File: src/verilog/spi_cfg_pkg.sv
package spi_cfg_pkg;

    // Host data words
    localparam int DATA_W = 32;

    localparam int ADDR_W = 32;

    // Opcode width
    localparam int CMD_W = 8;

    // Data length in bits, 0 means no data phase
    localparam int NBITS_W = 7;

    localparam int DUMMY_W = 4;

    // Command, address and write data back to back
    localparam int TXSTR_W = CMD_W + ADDR_W + DATA_W;

    // Serial cycle counters, longest frame stays well below 256
    localparam int CNT_W = 8;

endpackage

File: src/verilog/spi_frame_pkg.sv
package spi_frame_pkg;

    localparam int FRAME_KIND_W = 3;

    // Frame kinds
    localparam logic [FRAME_KIND_W-1:0] KIND_CMD      = 3'd0;
    localparam logic [FRAME_KIND_W-1:0] KIND_CMD_WR   = 3'd1;
    localparam logic [FRAME_KIND_W-1:0] KIND_CMD_ADDR = 3'd2;
    localparam logic [FRAME_KIND_W-1:0] KIND_ADDR_RD  = 3'd3;
    localparam logic [FRAME_KIND_W-1:0] KIND_ADDR_WR  = 3'd4;

    localparam int PHASE_W = 3;

    // Phase of the serial cycle on the wire
    localparam logic [PHASE_W-1:0] PH_IDLE    = 3'd0;
    localparam logic [PHASE_W-1:0] PH_CMD     = 3'd1;
    localparam logic [PHASE_W-1:0] PH_ADDR    = 3'd2;
    localparam logic [PHASE_W-1:0] PH_DUMMY   = 3'd3;
    localparam logic [PHASE_W-1:0] PH_DATA_TX = 3'd4;
    localparam logic [PHASE_W-1:0] PH_DATA_RX = 3'd5;

endpackage

File: src/verilog/spi_frame_decoder.sv
`timescale 1ns/1ps

module spi_frame_decoder (
    input  logic                                 clk,
    input  logic                                 rst,
    input  logic                                 decode_start,
    input  logic [spi_frame_pkg::FRAME_KIND_W-1:0] frame_kind,
    input  logic [spi_cfg_pkg::CMD_W-1:0]        command,
    input  logic [spi_cfg_pkg::ADDR_W-1:0]       address,
    input  logic [spi_cfg_pkg::DATA_W-1:0]       write_data,
    input  logic [spi_cfg_pkg::NBITS_W-1:0]      ndata_bits,
    input  logic [spi_cfg_pkg::DUMMY_W-1:0]      dummy_cycles,
    input  logic                                 addr4_en,
    input  logic                                 quad_en,
    output logic                                 decode_done,
    output logic [spi_cfg_pkg::TXSTR_W-1:0]      tx_str,
    output logic [spi_cfg_pkg::CNT_W-1:0]        cmd_end,
    output logic [spi_cfg_pkg::CNT_W-1:0]        addr_end,
    output logic [spi_cfg_pkg::CNT_W-1:0]        dummy_end,
    output logic [spi_cfg_pkg::CNT_W-1:0]        total_cycles,
    output logic                                 rx_active,
    output logic                                 quad_data
);
    import spi_cfg_pkg::*;
    import spi_frame_pkg::*;

    logic               has_addr;
    logic               has_data;
    logic               is_read;
    logic [CNT_W-1:0]   addr_len;
    logic [CNT_W-1:0]   dummy_len;
    logic [CNT_W-1:0]   data_len;
    logic [TXSTR_W-1:0] str_next;

    always_comb begin
        case (frame_kind)
            KIND_CMD: begin
                has_addr = 1'b0;
                has_data = 1'b0;
            end
            KIND_CMD_WR: begin
                has_addr = 1'b0;
                has_data = 1'b1;
            end
            KIND_CMD_ADDR: begin
                has_addr = 1'b1;
                has_data = 1'b0;
            end
            KIND_ADDR_RD, KIND_ADDR_WR: begin
                has_addr = 1'b1;
                has_data = 1'b1;
            end
            default: begin
                has_addr = 1'b0;
                has_data = 1'b0;
            end
        endcase
        is_read = (frame_kind == KIND_ADDR_RD);
        addr_len = has_addr ? (addr4_en ? CNT_W'(32) : CNT_W'(24)) : '0;
        // Dummy cycles only exist ahead of read data
        dummy_len = is_read ? CNT_W'(dummy_cycles) : '0;
        if (!has_data)
            data_len = '0;
        else if (quad_en)
            data_len = CNT_W'(ndata_bits >> 2);
        else
            data_len = CNT_W'(ndata_bits);
        // Write data follows the address directly, MSB first
        if (!has_addr)
            str_next = {command, write_data, {ADDR_W{1'b0}}};
        else if (addr4_en)
            str_next = {command, address, write_data};
        else
            str_next = {command, address[23:0], write_data, 8'h00};
    end

    always_ff @(posedge clk) begin
        if (decode_start) begin
            tx_str       <= str_next;
            cmd_end      <= CNT_W'(CMD_W);
            addr_end     <= CNT_W'(CMD_W) + addr_len;
            dummy_end    <= CNT_W'(CMD_W) + addr_len + dummy_len;
            total_cycles <= CNT_W'(CMD_W) + addr_len + dummy_len + data_len;
            rx_active    <= is_read;
            quad_data    <= quad_en && has_data;
        end
    end

    always_ff @(posedge clk or posedge rst) begin
        if (rst)
            decode_done <= 1'b0;
        else
            decode_done <= decode_start;
    end

endmodule

File: src/verilog/spi_sclk_gen.sv
`timescale 1ns/1ps

module spi_sclk_gen #(
    parameter int CLKS_PER_HALF_SCLK = 2
) (
    input  logic                          clk,
    input  logic                          rst,
    input  logic                          sclk_en,
    input  logic                          xfer_start,
    input  logic [spi_cfg_pkg::CNT_W-1:0] total_cycles,
    output logic                          sclk,
    output logic                          lead_edge,
    output logic                          trail_edge,
    output logic [spi_cfg_pkg::CNT_W-1:0] cycle_count,
    output logic                          xfer_done
);

    localparam int HALF_W = $clog2(CLKS_PER_HALF_SCLK + 1);

    logic [HALF_W-1:0] half_cnt;
    logic              running;

    always_ff @(posedge clk or posedge rst) begin
        if (rst) begin
            sclk        <= 1'b0;
            lead_edge   <= 1'b0;
            trail_edge  <= 1'b0;
            half_cnt    <= '0;
            cycle_count <= '0;
            running     <= 1'b0;
            xfer_done   <= 1'b0;
        end else begin
            lead_edge  <= 1'b0;
            trail_edge <= 1'b0;
            xfer_done  <= 1'b0;
            if (xfer_start) begin
                running     <= 1'b1;
                sclk        <= 1'b0;
                half_cnt    <= '0;
                cycle_count <= '0;
            end else if (!sclk_en) begin
                running  <= 1'b0;
                sclk     <= 1'b0;
                half_cnt <= '0;
            end else if (running) begin
                if (cycle_count == total_cycles) begin
                    // Last falling edge already seen
                    running   <= 1'b0;
                    xfer_done <= 1'b1;
                end else if (half_cnt == HALF_W'(CLKS_PER_HALF_SCLK - 1)) begin
                    half_cnt   <= '0;
                    sclk       <= ~sclk;
                    lead_edge  <= ~sclk;
                    trail_edge <= sclk;
                    if (sclk)
                        cycle_count <= cycle_count + 1'b1;
                end else begin
                    half_cnt <= half_cnt + 1'b1;
                end
            end
        end
    end

endmodule

File: src/verilog/spi_shift_engine.sv
`timescale 1ns/1ps

module spi_shift_engine (
    input  logic                              clk,
    input  logic                              rst,
    input  logic                              xfer_start,
    input  logic                              lead_edge,
    input  logic                              trail_edge,
    input  logic [spi_cfg_pkg::CNT_W-1:0]     cycle_count,
    input  logic [spi_cfg_pkg::TXSTR_W-1:0]   tx_str,
    input  logic [spi_cfg_pkg::CNT_W-1:0]     cmd_end,
    input  logic [spi_cfg_pkg::CNT_W-1:0]     addr_end,
    input  logic [spi_cfg_pkg::CNT_W-1:0]     dummy_end,
    input  logic                              quad_data,
    input  logic                              rx_active,
    input  logic [3:0]                        dq_in,
    output logic [3:0]                        dq_out,
    output logic [3:0]                        dq_oe,
    output logic [2*spi_cfg_pkg::DATA_W-1:0]  rx_bits
);
    import spi_cfg_pkg::*;
    import spi_frame_pkg::*;

    localparam int RX_W = 2 * DATA_W;

    logic [TXSTR_W-1:0] tx_sr;
    logic [PHASE_W-1:0] cur_phase;
    logic [PHASE_W-1:0] next_phase;
    logic               quad_tx;
    logic               drives_bit;

    // Phase of the serial cycle that cycle_count points at
    always_comb begin
        if (cycle_count < cmd_end)
            next_phase = PH_CMD;
        else if (cycle_count < addr_end)
            next_phase = PH_ADDR;
        else if (cycle_count < dummy_end)
            next_phase = PH_DUMMY;
        else if (rx_active)
            next_phase = PH_DATA_RX;
        else
            next_phase = PH_DATA_TX;
        quad_tx = quad_data && (next_phase == PH_DATA_TX);
        drives_bit = (next_phase == PH_CMD) || (next_phase == PH_ADDR) ||
                     (next_phase == PH_DATA_TX);
    end

    always_ff @(posedge clk or posedge rst) begin
        if (rst) begin
            cur_phase <= PH_IDLE;
            dq_out    <= 4'b0000;
        end else if (xfer_start) begin
            // First command bit must be set up before the first rising edge
            cur_phase <= PH_CMD;
            dq_out    <= {3'b000, tx_str[TXSTR_W-1]};
        end else if (trail_edge) begin
            cur_phase <= next_phase;
            if (quad_tx)
                dq_out <= tx_sr[TXSTR_W-1 -: 4];
            else if (drives_bit)
                dq_out <= {3'b000, tx_sr[TXSTR_W-1]};
        end
    end

    always_ff @(posedge clk) begin
        if (xfer_start)
            tx_sr <= tx_str << 1;
        else if (trail_edge && quad_tx)
            tx_sr <= tx_sr << 4;
        else if (trail_edge && drives_bit)
            tx_sr <= tx_sr << 1;
    end

    // Flash drives on falling edges, so sample on rising ones
    always_ff @(posedge clk) begin
        if (xfer_start)
            rx_bits <= '0;
        else if (lead_edge && cur_phase == PH_DATA_RX) begin
            if (quad_data)
                rx_bits <= {rx_bits[RX_W-5:0], dq_in};
            else
                rx_bits <= {rx_bits[RX_W-2:0], dq_in[1]};
        end
    end

    always_comb begin
        case (cur_phase)
            PH_CMD, PH_ADDR: dq_oe = 4'b0001;
            PH_DATA_TX:      dq_oe = quad_data ? 4'b1111 : 4'b0001;
            // Dummy and read phases leave the bus to the flash
            default:         dq_oe = 4'b0000;
        endcase
    end

endmodule

File: src/verilog/spi_read_collector.sv
`timescale 1ns/1ps

module spi_read_collector (
    input  logic                             clk,
    input  logic                             rst,
    input  logic                             xfer_done,
    input  logic                             rx_active,
    input  logic [spi_cfg_pkg::NBITS_W-1:0]  ndata_bits,
    input  logic [2*spi_cfg_pkg::DATA_W-1:0] rx_bits,
    output logic [spi_cfg_pkg::DATA_W-1:0]   read_data
);
    import spi_cfg_pkg::*;

    logic [NBITS_W-1:0] pad_bits;
    logic [DATA_W-1:0]  aligned;
    logic [DATA_W-1:0]  swapped;

    always_comb begin
        // Push the first received byte up to the top of the word
        if (ndata_bits >= NBITS_W'(DATA_W))
            pad_bits = '0;
        else
            pad_bits = NBITS_W'(DATA_W) - ndata_bits;
        aligned = rx_bits[DATA_W-1:0] << pad_bits;
        for (int i = 0; i < DATA_W / 8; i++) begin
            swapped[8*i +: 8] = aligned[DATA_W-1-8*i -: 8];
        end
    end

    always_ff @(posedge clk or posedge rst) begin
        if (rst)
            read_data <= '0;
        else if (xfer_done && rx_active)
            read_data <= swapped;
    end

endmodule

File: src/verilog/spi_flash_master.sv
`timescale 1ns/1ps

module spi_flash_master #(
    parameter int CLKS_PER_HALF_SCLK = 2
) (
    input  logic                                   clk,
    input  logic                                   rst,
    input  logic                                   valid,
    output logic                                   tready,
    input  logic [spi_frame_pkg::FRAME_KIND_W-1:0] frame_kind,
    input  logic [spi_cfg_pkg::CMD_W-1:0]          command,
    input  logic [spi_cfg_pkg::ADDR_W-1:0]         address,
    input  logic [spi_cfg_pkg::DATA_W-1:0]         write_data,
    input  logic [spi_cfg_pkg::NBITS_W-1:0]        ndata_bits,
    input  logic [spi_cfg_pkg::DUMMY_W-1:0]        dummy_cycles,
    input  logic                                   addr4_en,
    input  logic                                   quad_en,
    output logic [spi_cfg_pkg::DATA_W-1:0]         read_data,
    output logic                                   done,
    output logic                                   sclk,
    output logic                                   ss_n,
    output logic [3:0]                             dq_out,
    output logic [3:0]                             dq_oe,
    input  logic [3:0]                             dq_in
);
    import spi_cfg_pkg::*;
    import spi_frame_pkg::*;

    typedef enum logic [1:0] {ST_IDLE, ST_SETUP, ST_XFER} state_t;

    state_t                  state;
    logic [FRAME_KIND_W-1:0] req_kind;
    logic [CMD_W-1:0]        req_command;
    logic [ADDR_W-1:0]       req_address;
    logic [DATA_W-1:0]       req_wdata;
    logic [NBITS_W-1:0]      req_nbits;
    logic [DUMMY_W-1:0]      req_dummy;
    logic                    req_addr4;
    logic                    req_quad;
    logic                    decode_start, decode_done;
    logic [TXSTR_W-1:0]      tx_str;
    logic [CNT_W-1:0]        cmd_end, addr_end, dummy_end, total_cycles;
    logic                    rx_active, quad_data;
    logic                    xfer_start, sclk_en, xfer_done;
    logic                    lead_edge, trail_edge;
    logic [CNT_W-1:0]        cycle_count;
    logic [2*DATA_W-1:0]     rx_bits;
    logic [3:0]              lane_oe;

    always_ff @(posedge clk) begin
        if (valid && tready) begin
            req_kind    <= frame_kind;
            req_command <= command;
            req_address <= address;
            req_wdata   <= write_data;
            req_nbits   <= ndata_bits;
            req_dummy   <= dummy_cycles;
            req_addr4   <= addr4_en;
            req_quad    <= quad_en;
        end
    end

    always_ff @(posedge clk or posedge rst) begin
        if (rst) begin
            state        <= ST_IDLE;
            tready       <= 1'b1;
            ss_n         <= 1'b1;
            decode_start <= 1'b0;
            xfer_start   <= 1'b0;
            sclk_en      <= 1'b0;
            done         <= 1'b0;
        end else begin
            decode_start <= 1'b0;
            xfer_start   <= 1'b0;
            done         <= 1'b0;
            case (state)
                ST_IDLE: if (valid && tready) begin
                    tready       <= 1'b0;
                    decode_start <= 1'b1;
                    state        <= ST_SETUP;
                end
                ST_SETUP: if (decode_done) begin
                    ss_n       <= 1'b0;
                    xfer_start <= 1'b1;
                    sclk_en    <= 1'b1;
                    state      <= ST_XFER;
                end
                ST_XFER: if (xfer_done) begin
                    ss_n    <= 1'b1;
                    sclk_en <= 1'b0;
                    tready  <= 1'b1;
                    done    <= 1'b1;
                    state   <= ST_IDLE;
                end
                default: state <= ST_IDLE;
            endcase
        end
    end

    // Lanes released while the flash is deselected
    assign dq_oe = ss_n ? 4'b0000 : lane_oe;

    spi_frame_decoder decoder_i (
        .clk(clk), .rst(rst), .decode_start(decode_start), .frame_kind(req_kind),
        .command(req_command), .address(req_address), .write_data(req_wdata),
        .ndata_bits(req_nbits), .dummy_cycles(req_dummy), .addr4_en(req_addr4),
        .quad_en(req_quad), .decode_done(decode_done), .tx_str(tx_str),
        .cmd_end(cmd_end), .addr_end(addr_end), .dummy_end(dummy_end),
        .total_cycles(total_cycles), .rx_active(rx_active), .quad_data(quad_data)
    );

    spi_sclk_gen #(.CLKS_PER_HALF_SCLK(CLKS_PER_HALF_SCLK)) sclk_gen_i (
        .clk(clk), .rst(rst), .sclk_en(sclk_en), .xfer_start(xfer_start),
        .total_cycles(total_cycles), .sclk(sclk), .lead_edge(lead_edge),
        .trail_edge(trail_edge), .cycle_count(cycle_count), .xfer_done(xfer_done)
    );

    spi_shift_engine shift_i (
        .clk(clk), .rst(rst), .xfer_start(xfer_start), .lead_edge(lead_edge),
        .trail_edge(trail_edge), .cycle_count(cycle_count), .tx_str(tx_str),
        .cmd_end(cmd_end), .addr_end(addr_end), .dummy_end(dummy_end),
        .quad_data(quad_data), .rx_active(rx_active), .dq_in(dq_in),
        .dq_out(dq_out), .dq_oe(lane_oe), .rx_bits(rx_bits)
    );

    spi_read_collector collector_i (
        .clk(clk), .rst(rst), .xfer_done(xfer_done), .rx_active(rx_active),
        .ndata_bits(req_nbits), .rx_bits(rx_bits), .read_data(read_data)
    );

endmodule

File: config.mk
export PLATFORM = sky130hd
export DESIGN_NAME = spi_flash_master
export DESIGN_NICKNAME = d
export VERILOG_FILES = /design/src/verilog/spi_cfg_pkg.sv /design/src/verilog/spi_frame_pkg.sv /design/src/verilog/spi_frame_decoder.sv /design/src/verilog/spi_sclk_gen.sv /design/src/verilog/spi_shift_engine.sv /design/src/verilog/spi_read_collector.sv /design/src/verilog/spi_flash_master.sv
export SDC_FILE = /design/constraint.sdc
export NUM_CORES = 1
export LEC_CHECK = 0
export BUFFER_PORTS_ARGS = -buffer_cell sky130_fd_sc_hd__buf_2
export CAP_MARGIN = 20
export CORE_ASPECT_RATIO = 1.1
export CORE_MARGIN = 5
export CORE_UTILIZATION = 34
export DETAILED_ROUTE_END_ITERATION = 8
export GPL_TIMING_DRIVEN = 0
export PLACE_DENSITY = 0.52
export RECOVER_POWER = 25
export SLEW_MARGIN = 10
export SYNTH_ARGS = -nofsm -noshare
export SYNTH_HDL_FRONTEND = slang
export SYNTH_SLANG_ARGS = --single-unit
File: constraint.sdc
create_clock -name clk -period 5.1 [get_ports clk]
set_input_delay 0.765 -clock clk [delete_from_list [all_inputs] [get_ports clk]]
set_output_delay 0.765 -clock clk [all_outputs]
set_load 0.005 [all_outputs]
Word-level counts from Yosys, hierarchy flattened:

Cells that the tools add are included.
Widths: inputs -> output; s select.

* shifts and indexed selects: 1
* add/subtract/negate cells: 6
* muxes and demuxes: 79
* reduce and logical (&&, ||, !) cells: 30
* equal/unequal tests: 22
* $lt $le $gt $ge: 4
* bitwise gates (word level): 1

Operators by type and width (number)
* $mux 72: 3
* $mux 64: 2
* $mux 8: 8
* $mux 1: 37
* $mux 32: 1
* $shl 32x7->32: 1
* $mux 4: 7
* $add 8x8->8: 2
* $lt 8x8->1: 2
* $mux 2: 8
* $mux 3: 5
* $mux 7: 2
* $reduce_bool 2->1: 7
* $eq 3x2->1 const B: 4
* $eq 3x3->1 const B: 4
* $reduce_and 3->1: 4
* $eq 3x1->1 const B: 3
* $add 4x8->8 const A: 1
* $add 8x1->8 const B: 1
* $eq 8x8->1: 1
* $lt 8x4->1 const B: 1
* $pmux 4 s2: 1
* $ge 7x6->1 const B: 1
* $logic_and 1x1->1: 7
* other kinds (19): 30

* output and inout port bits: 44
* register bits after elaboration: 352
* word-level logic and storage cells: 179

Logic depth before layout (Yosys ltp):

* word-level depth: 11
* gate-level depth with buffers: 13
* gate-level depth less buffers: 13

Cells and area by module:

Synthesis repeated with hierarchy kept, for this count alone.

* cells, all modules: 1701
* area total of the unflattened synthesis: 19272.2 um2

Modules (own cells, without submodules)
* spi_shift_engine: sequential area each 3588.4 um2, cells each 710, instances 1, area an instance 7403.4 um2
* spi_frame_decoder: sequential area each 2727.6 um2, cells each 336, instances 1, area an instance 4370.4 um2
* spi_read_collector: sequential area each 800.8 um2, cells each 439, instances 1, area an instance 3518.4 um2
* spi_flash_master: sequential area each 2845.2 um2, cells each 123, instances 1, area an instance 2995.4 um2
* spi_sclk_gen: sequential area each 375.4 um2, cells each 93, instances 1, area an instance 984.7 um2

Worst setup path after synthesis:

OpenSTA, ideal clock, no wires.

* kind: reg-to-reg
* from: reg sclk_gen_i.cycle_count[3] (netlist name)
* to: reg shift_i.tx_sr[10], enable pin
* required time: 4668 ps
* stages on the path, launching flop included: 7
* data arrival time: 3215 ps
* slack: 1453 ps
* path buffers: 1
* period minus slack after synthesis: 3647 ps
* cell sequence: dfrtp_1 > clkbuf_1 > or3b_1 > a21o_1 > a32o_1 > a21oi_2 > or3_1

* longest elaborated chain between the ends: 9

RTL lines
* start: declaration: line spi_sclk_gen.sv:14 `output logic [spi_cfg_pkg::CNT_W-1:0] cycle_count,`
* start signal: assignment: line spi_sclk_gen.sv:56 `cycle_count <= cycle_count + 1'b1;`
* $lt 8x8->1: line spi_shift_engine.sv:38 `else if (cycle_count < dummy_end)`
* $mux 3: line spi_shift_engine.sv:38
* $mux 3: line spi_shift_engine.sv:36 `else if (cycle_count < addr_end)`
* $mux 3 *: line spi_shift_engine.sv:34 `if (cycle_count < cmd_end)`
* $eq 3x1->1 or $eq 3x2->1 (tied branches): line spi_shift_engine.sv:45 `drives_bit = (next_phase == PH_CMD) || (next_phase == PH_ADDR) ||`
* $logic_or 1x1->1 (2 in a row): line spi_shift_engine.sv:45
* $logic_and 1x1->1: line spi_shift_engine.sv:71 `else if (trail_edge && drives_bit)`
* $reduce_bool 3->1 (no source line) *
* end signal: assignment: line spi_shift_engine.sv:68 `tx_sr <= tx_str << 1;`
* end signal: assignment: line spi_shift_engine.sv:70 `tx_sr <= tx_sr << 4;`
* end signal: assignment: line spi_shift_engine.sv:72 `tx_sr <= tx_sr << 1;`
* end: declaration: line spi_shift_engine.sv:26 `logic [TXSTR_W-1:0] tx_sr;`

Mark *: on every way between the ends. The rest lies on a longest branch, timed or not.
A chain may end at the register's enable or synchronous reset.

Final worst setup path:

* from: reg req_nbits[0]
* to: reg collector_i.read_data[2] (netlist name)

* longest elaborated chain between the ends: 3

RTL lines
* start: declaration: line spi_flash_master.sv:36 `logic [NBITS_W-1:0] req_nbits;`
* start signal: assignment: line spi_flash_master.sv:56 `req_nbits <= ndata_bits;`
* $sub 6x7->7 or $ge 7x6->1 (tied branches): line spi_read_collector.sv:23, spi_read_collector.sv:20
* $mux 7 *: line spi_read_collector.sv:20 `if (ndata_bits >= NBITS_W'(DATA_W))`
* $shl 32x7->32 *: line spi_read_collector.sv:24 `aligned = rx_bits[DATA_W-1:0] << pad_bits;`
* end signal: assignment: line spi_read_collector.sv:34 `read_data <= swapped;`
* end: declaration: line spi_read_collector.sv:10 `output logic [spi_cfg_pkg::DATA_W-1:0] read_data`

Marked as above.

==> run summary <==
Status = finished clean
Slew Limit Fails = 0
Post-CTS Setup Bufs = 0
RSZ-0062 raised after global routing = no
First-pass GRT wire length = 68900 µm
Switching Fraction = 0.259
Core area = 47900 µm²
Critical Path AT = 3.86 ns
Post-Syn Area = 16500 µm²
Iter 0 DRT Violations = 830
Initial core utilization = 0.345
Slew Limit Headroom = 0.171
CTS root buffer = clkbuf_16
Final Cell Area = 19300 µm²
Crit path from = req_nbits[0]
Vias in the first global route = 11600
Max H-tree Level = 2
IR drop worst, VDD = 0.261 mV
Post-CTS sizing = 0
Comb pwr share = 0.117
Worst path max stage delay = 0.78 ns
Die X = 220 µm
CP dominant cell by count = o211ai_1
Area fraction of the dominant cell type after synthesis = 0.453
Die height = 241 µm
Largest net degree at the start of global routing = 69
Worst hold path class = primary input to asynchronous set/reset pin
Clk pwr share = 0.390
Crit end category = flop
Setup violators final = 0
CTS tree = yes
Power density over the cells = 357 nW/µm²
DRT Pass-1 Iters = 8
Share of layout cells above drive strength 1 = 0.148
DR DRC count = 0
Sequential share of power = 0.493
I/O Buffers = 138
N_diodes = 0
Routed Antenna Nets = 0
GPL Wtd Cong = 0.881
Tcrit/Tclk final = 0.676
DP Worst Slack = 1.63 ns
Worst r2r src = req_nbits[0]
Seq cells post-synth = 344
Worst Clk Skew = 0.0185 ns
Crit path launch type = flop
Drt total wl = 44800 µm
Worst-Margin Slew = 1.24 ns
WL per Instance = 19.8 µm
FF/Latch Area = 9700 µm²
Placed cell area = 18100 µm²
Area growth, synth to finish = 17.0%
Max Clk Rate = 290 MHz
Worst path depth = 10
Most common cell in the netlist = edfxtp_1
Clock tree sinks = 344
Cell family with most CP delay = compound AO/OA/AOI/OAI gates
EDFF count, synth = 249
Yosys top cell by area = edfxtp_1
CP bufs+invs = 2
CP Data Required Time = 5.51 ns
Post-Syn Area per Cell = 11.8 µm²
Worst skew pair latency = 0.56 ns
Most used DFF post-synth = edfxtp_1
Yosys warnings = 0
Fin crit period = 3.45 ns
Max_cap viols = 0
Row Count = 84
Synth top area cells = edfxtp_1 45%, mux2i_1 13%, dfrtp_1 9.2%
Net switching power = 1.79 mW
Multi-input gate area = 6300 µm²
Hold buffers post-CTS = 0
Crit path kind = flop to flop
Post-synthesis sequential area ratio = 0.587
Num CTS Buffers = 39
DR vias/cell = 5.04
Detailed placement HPWL = 33700 µm
Syn Nets = 1513
Die Footprint = 53100 µm²
Internal power = 5.11 mW
Fin nets = 1696
CP max stage cell = nor3b_1
Antenna violations before repair = 0
Setup WS post-layout = 1.65 ns
Reg2reg path depth = 10
Count of different cell masters after synthesis = 79
Via count = 11400
Clock-pin slew on the worst setup and hold paths = 0.06 ns
Mapped Cells = 1400
# fillers = 4709
Grt ovf = 0
All-Layer GR Usage = 0.167
TNS Setup = 0 ns
Boundary Pins = 139
Critical path cell sequence = buf_6 > inv_1 > ha_1 > nor3b_1 > a21oi_2 > mux2_2 > o21ai_0 > o221ai_1 > o211ai_1 > o211ai_1
Final hold viol count = 0
Ys async rst share = 0.183
Cell leakage power = 8.01 nW
CTS Buffer Depth = 3
Overall power = 6.91 mW
Post-synth top cells = 249 x edfxtp_1, 208 x mux2i_1, 202 x nand2_1, 106 x o21ai_0, 99 x nor2_1
Worst Path Max Fanout = 10
-- power groups by stage --
| stage | registers [mW] | clock network [mW] | logic [mW] |
|---|---|---|---|
| after floorplan | 3.42 | 0 | 0.519 |
| after global placement | 3.50 | 0 | 0.768 |
| after detailed placement | 3.46 | 0 | 0.817 |
| after CTS | 3.41 | 2.78 | 0.819 |
| after global routing | 3.42 | 2.88 | 0.892 |
| final | 3.40 | 2.70 | 0.807 |
-- routing by layer --
layer	global-route usage	part of all wire	up-vias
met1	0.214	0.43	5415
met5	0	0	-
met4	0.0741	0.042	0
met2	0.281	0.47	338
li1	-	-	5529
met3	0.0263	0.050	104
-- registers in the layout, summed over array words and instances (netlist names), 2 cells and up --
| name | cells |
|---|---|
| collector_i.read_data | 32 |
| decoder_i.dummy_end | 7 |
| decoder_i.total_cycles | 8 |
| decoder_i.tx_str | 72 |
| req_address | 32 |
| req_command | 8 |
| req_dummy | 4 |
| req_kind | 3 |
| req_nbits | 7 |
| req_wdata | 32 |
| sclk_gen_i.cycle_count | 8 |
| sclk_gen_i.half_cnt | 2 |
| shift_i.cur_phase | 3 |
| shift_i.dq_out | 4 |
| shift_i.rx_bits | 32 |
| shift_i.tx_sr | 71 |
| state | 2 |
-- cell usage in the layout (no fill, tap or decap), types with 20 or more instances in the layout --
cell type	synthesis	final
o21ai_1	23	23
buf_2	9	137
clkbuf_16	0	40
dfxtp_1	32	32
nand2_1	202	202
nor2_1	99	99
a21oi_1	31	31
clkbuf_1	54	80
inv_1	22	20
edfxtp_1	249	249
dfrtp_1	61	61
mux2i_1	208	208
o21ai_0	106	106
a211oi_1	43	43
-- final timing paths --
| path | slack (ns) | end |
|---|---|---|
| worst max-delay path | 1.65 | collector_i.read_data[2] |
| worst min-delay path | 0.11 | done |
| max in group asynchronous | 4.40 | ss_n |
| min in group clk | 0.38 | req_wdata[11] |
| worst min register to register | 0.42 | decoder_i.tx_str[65] |
| worst max register to register | 1.65 | collector_i.read_data[2] |
-- area by class of cell --
type / count / share of cell area
timing repair buffer: 142 / 0.0404
buffer: 89 / 0.0228
multi-input combinational: 945 / 0.326
tap: 645 / 0.0418
inverter: 22 / 0.00447
clock inverter: 13 / 0.00667
sequential: 344 / 0.502
clock buffer: 57 / 0.0556
-- kinds of logic after synthesis --
group	after synthesis	synth area share
mux	217	0.137
buf+inv	111	0.0317
xor+xnor	24	0.0127
compound gates	286	0.110
flops	344	0.587
fa+ha+maj	18	0.0141
simple gates	400	0.108
-- through the flow --
stage                     instances  hold WS (ns)  utilization
after global routing           2257        0.0846        0.403
after CTS                      2257        0.0376        0.403
final                          2257         0.107        0.403
after global placement         2183         0.403        0.376
after detailed placement       2187         0.408        0.378
after floorplan                1400         0.400            -
Note: power is estimated with default switching activity, not from simulation.
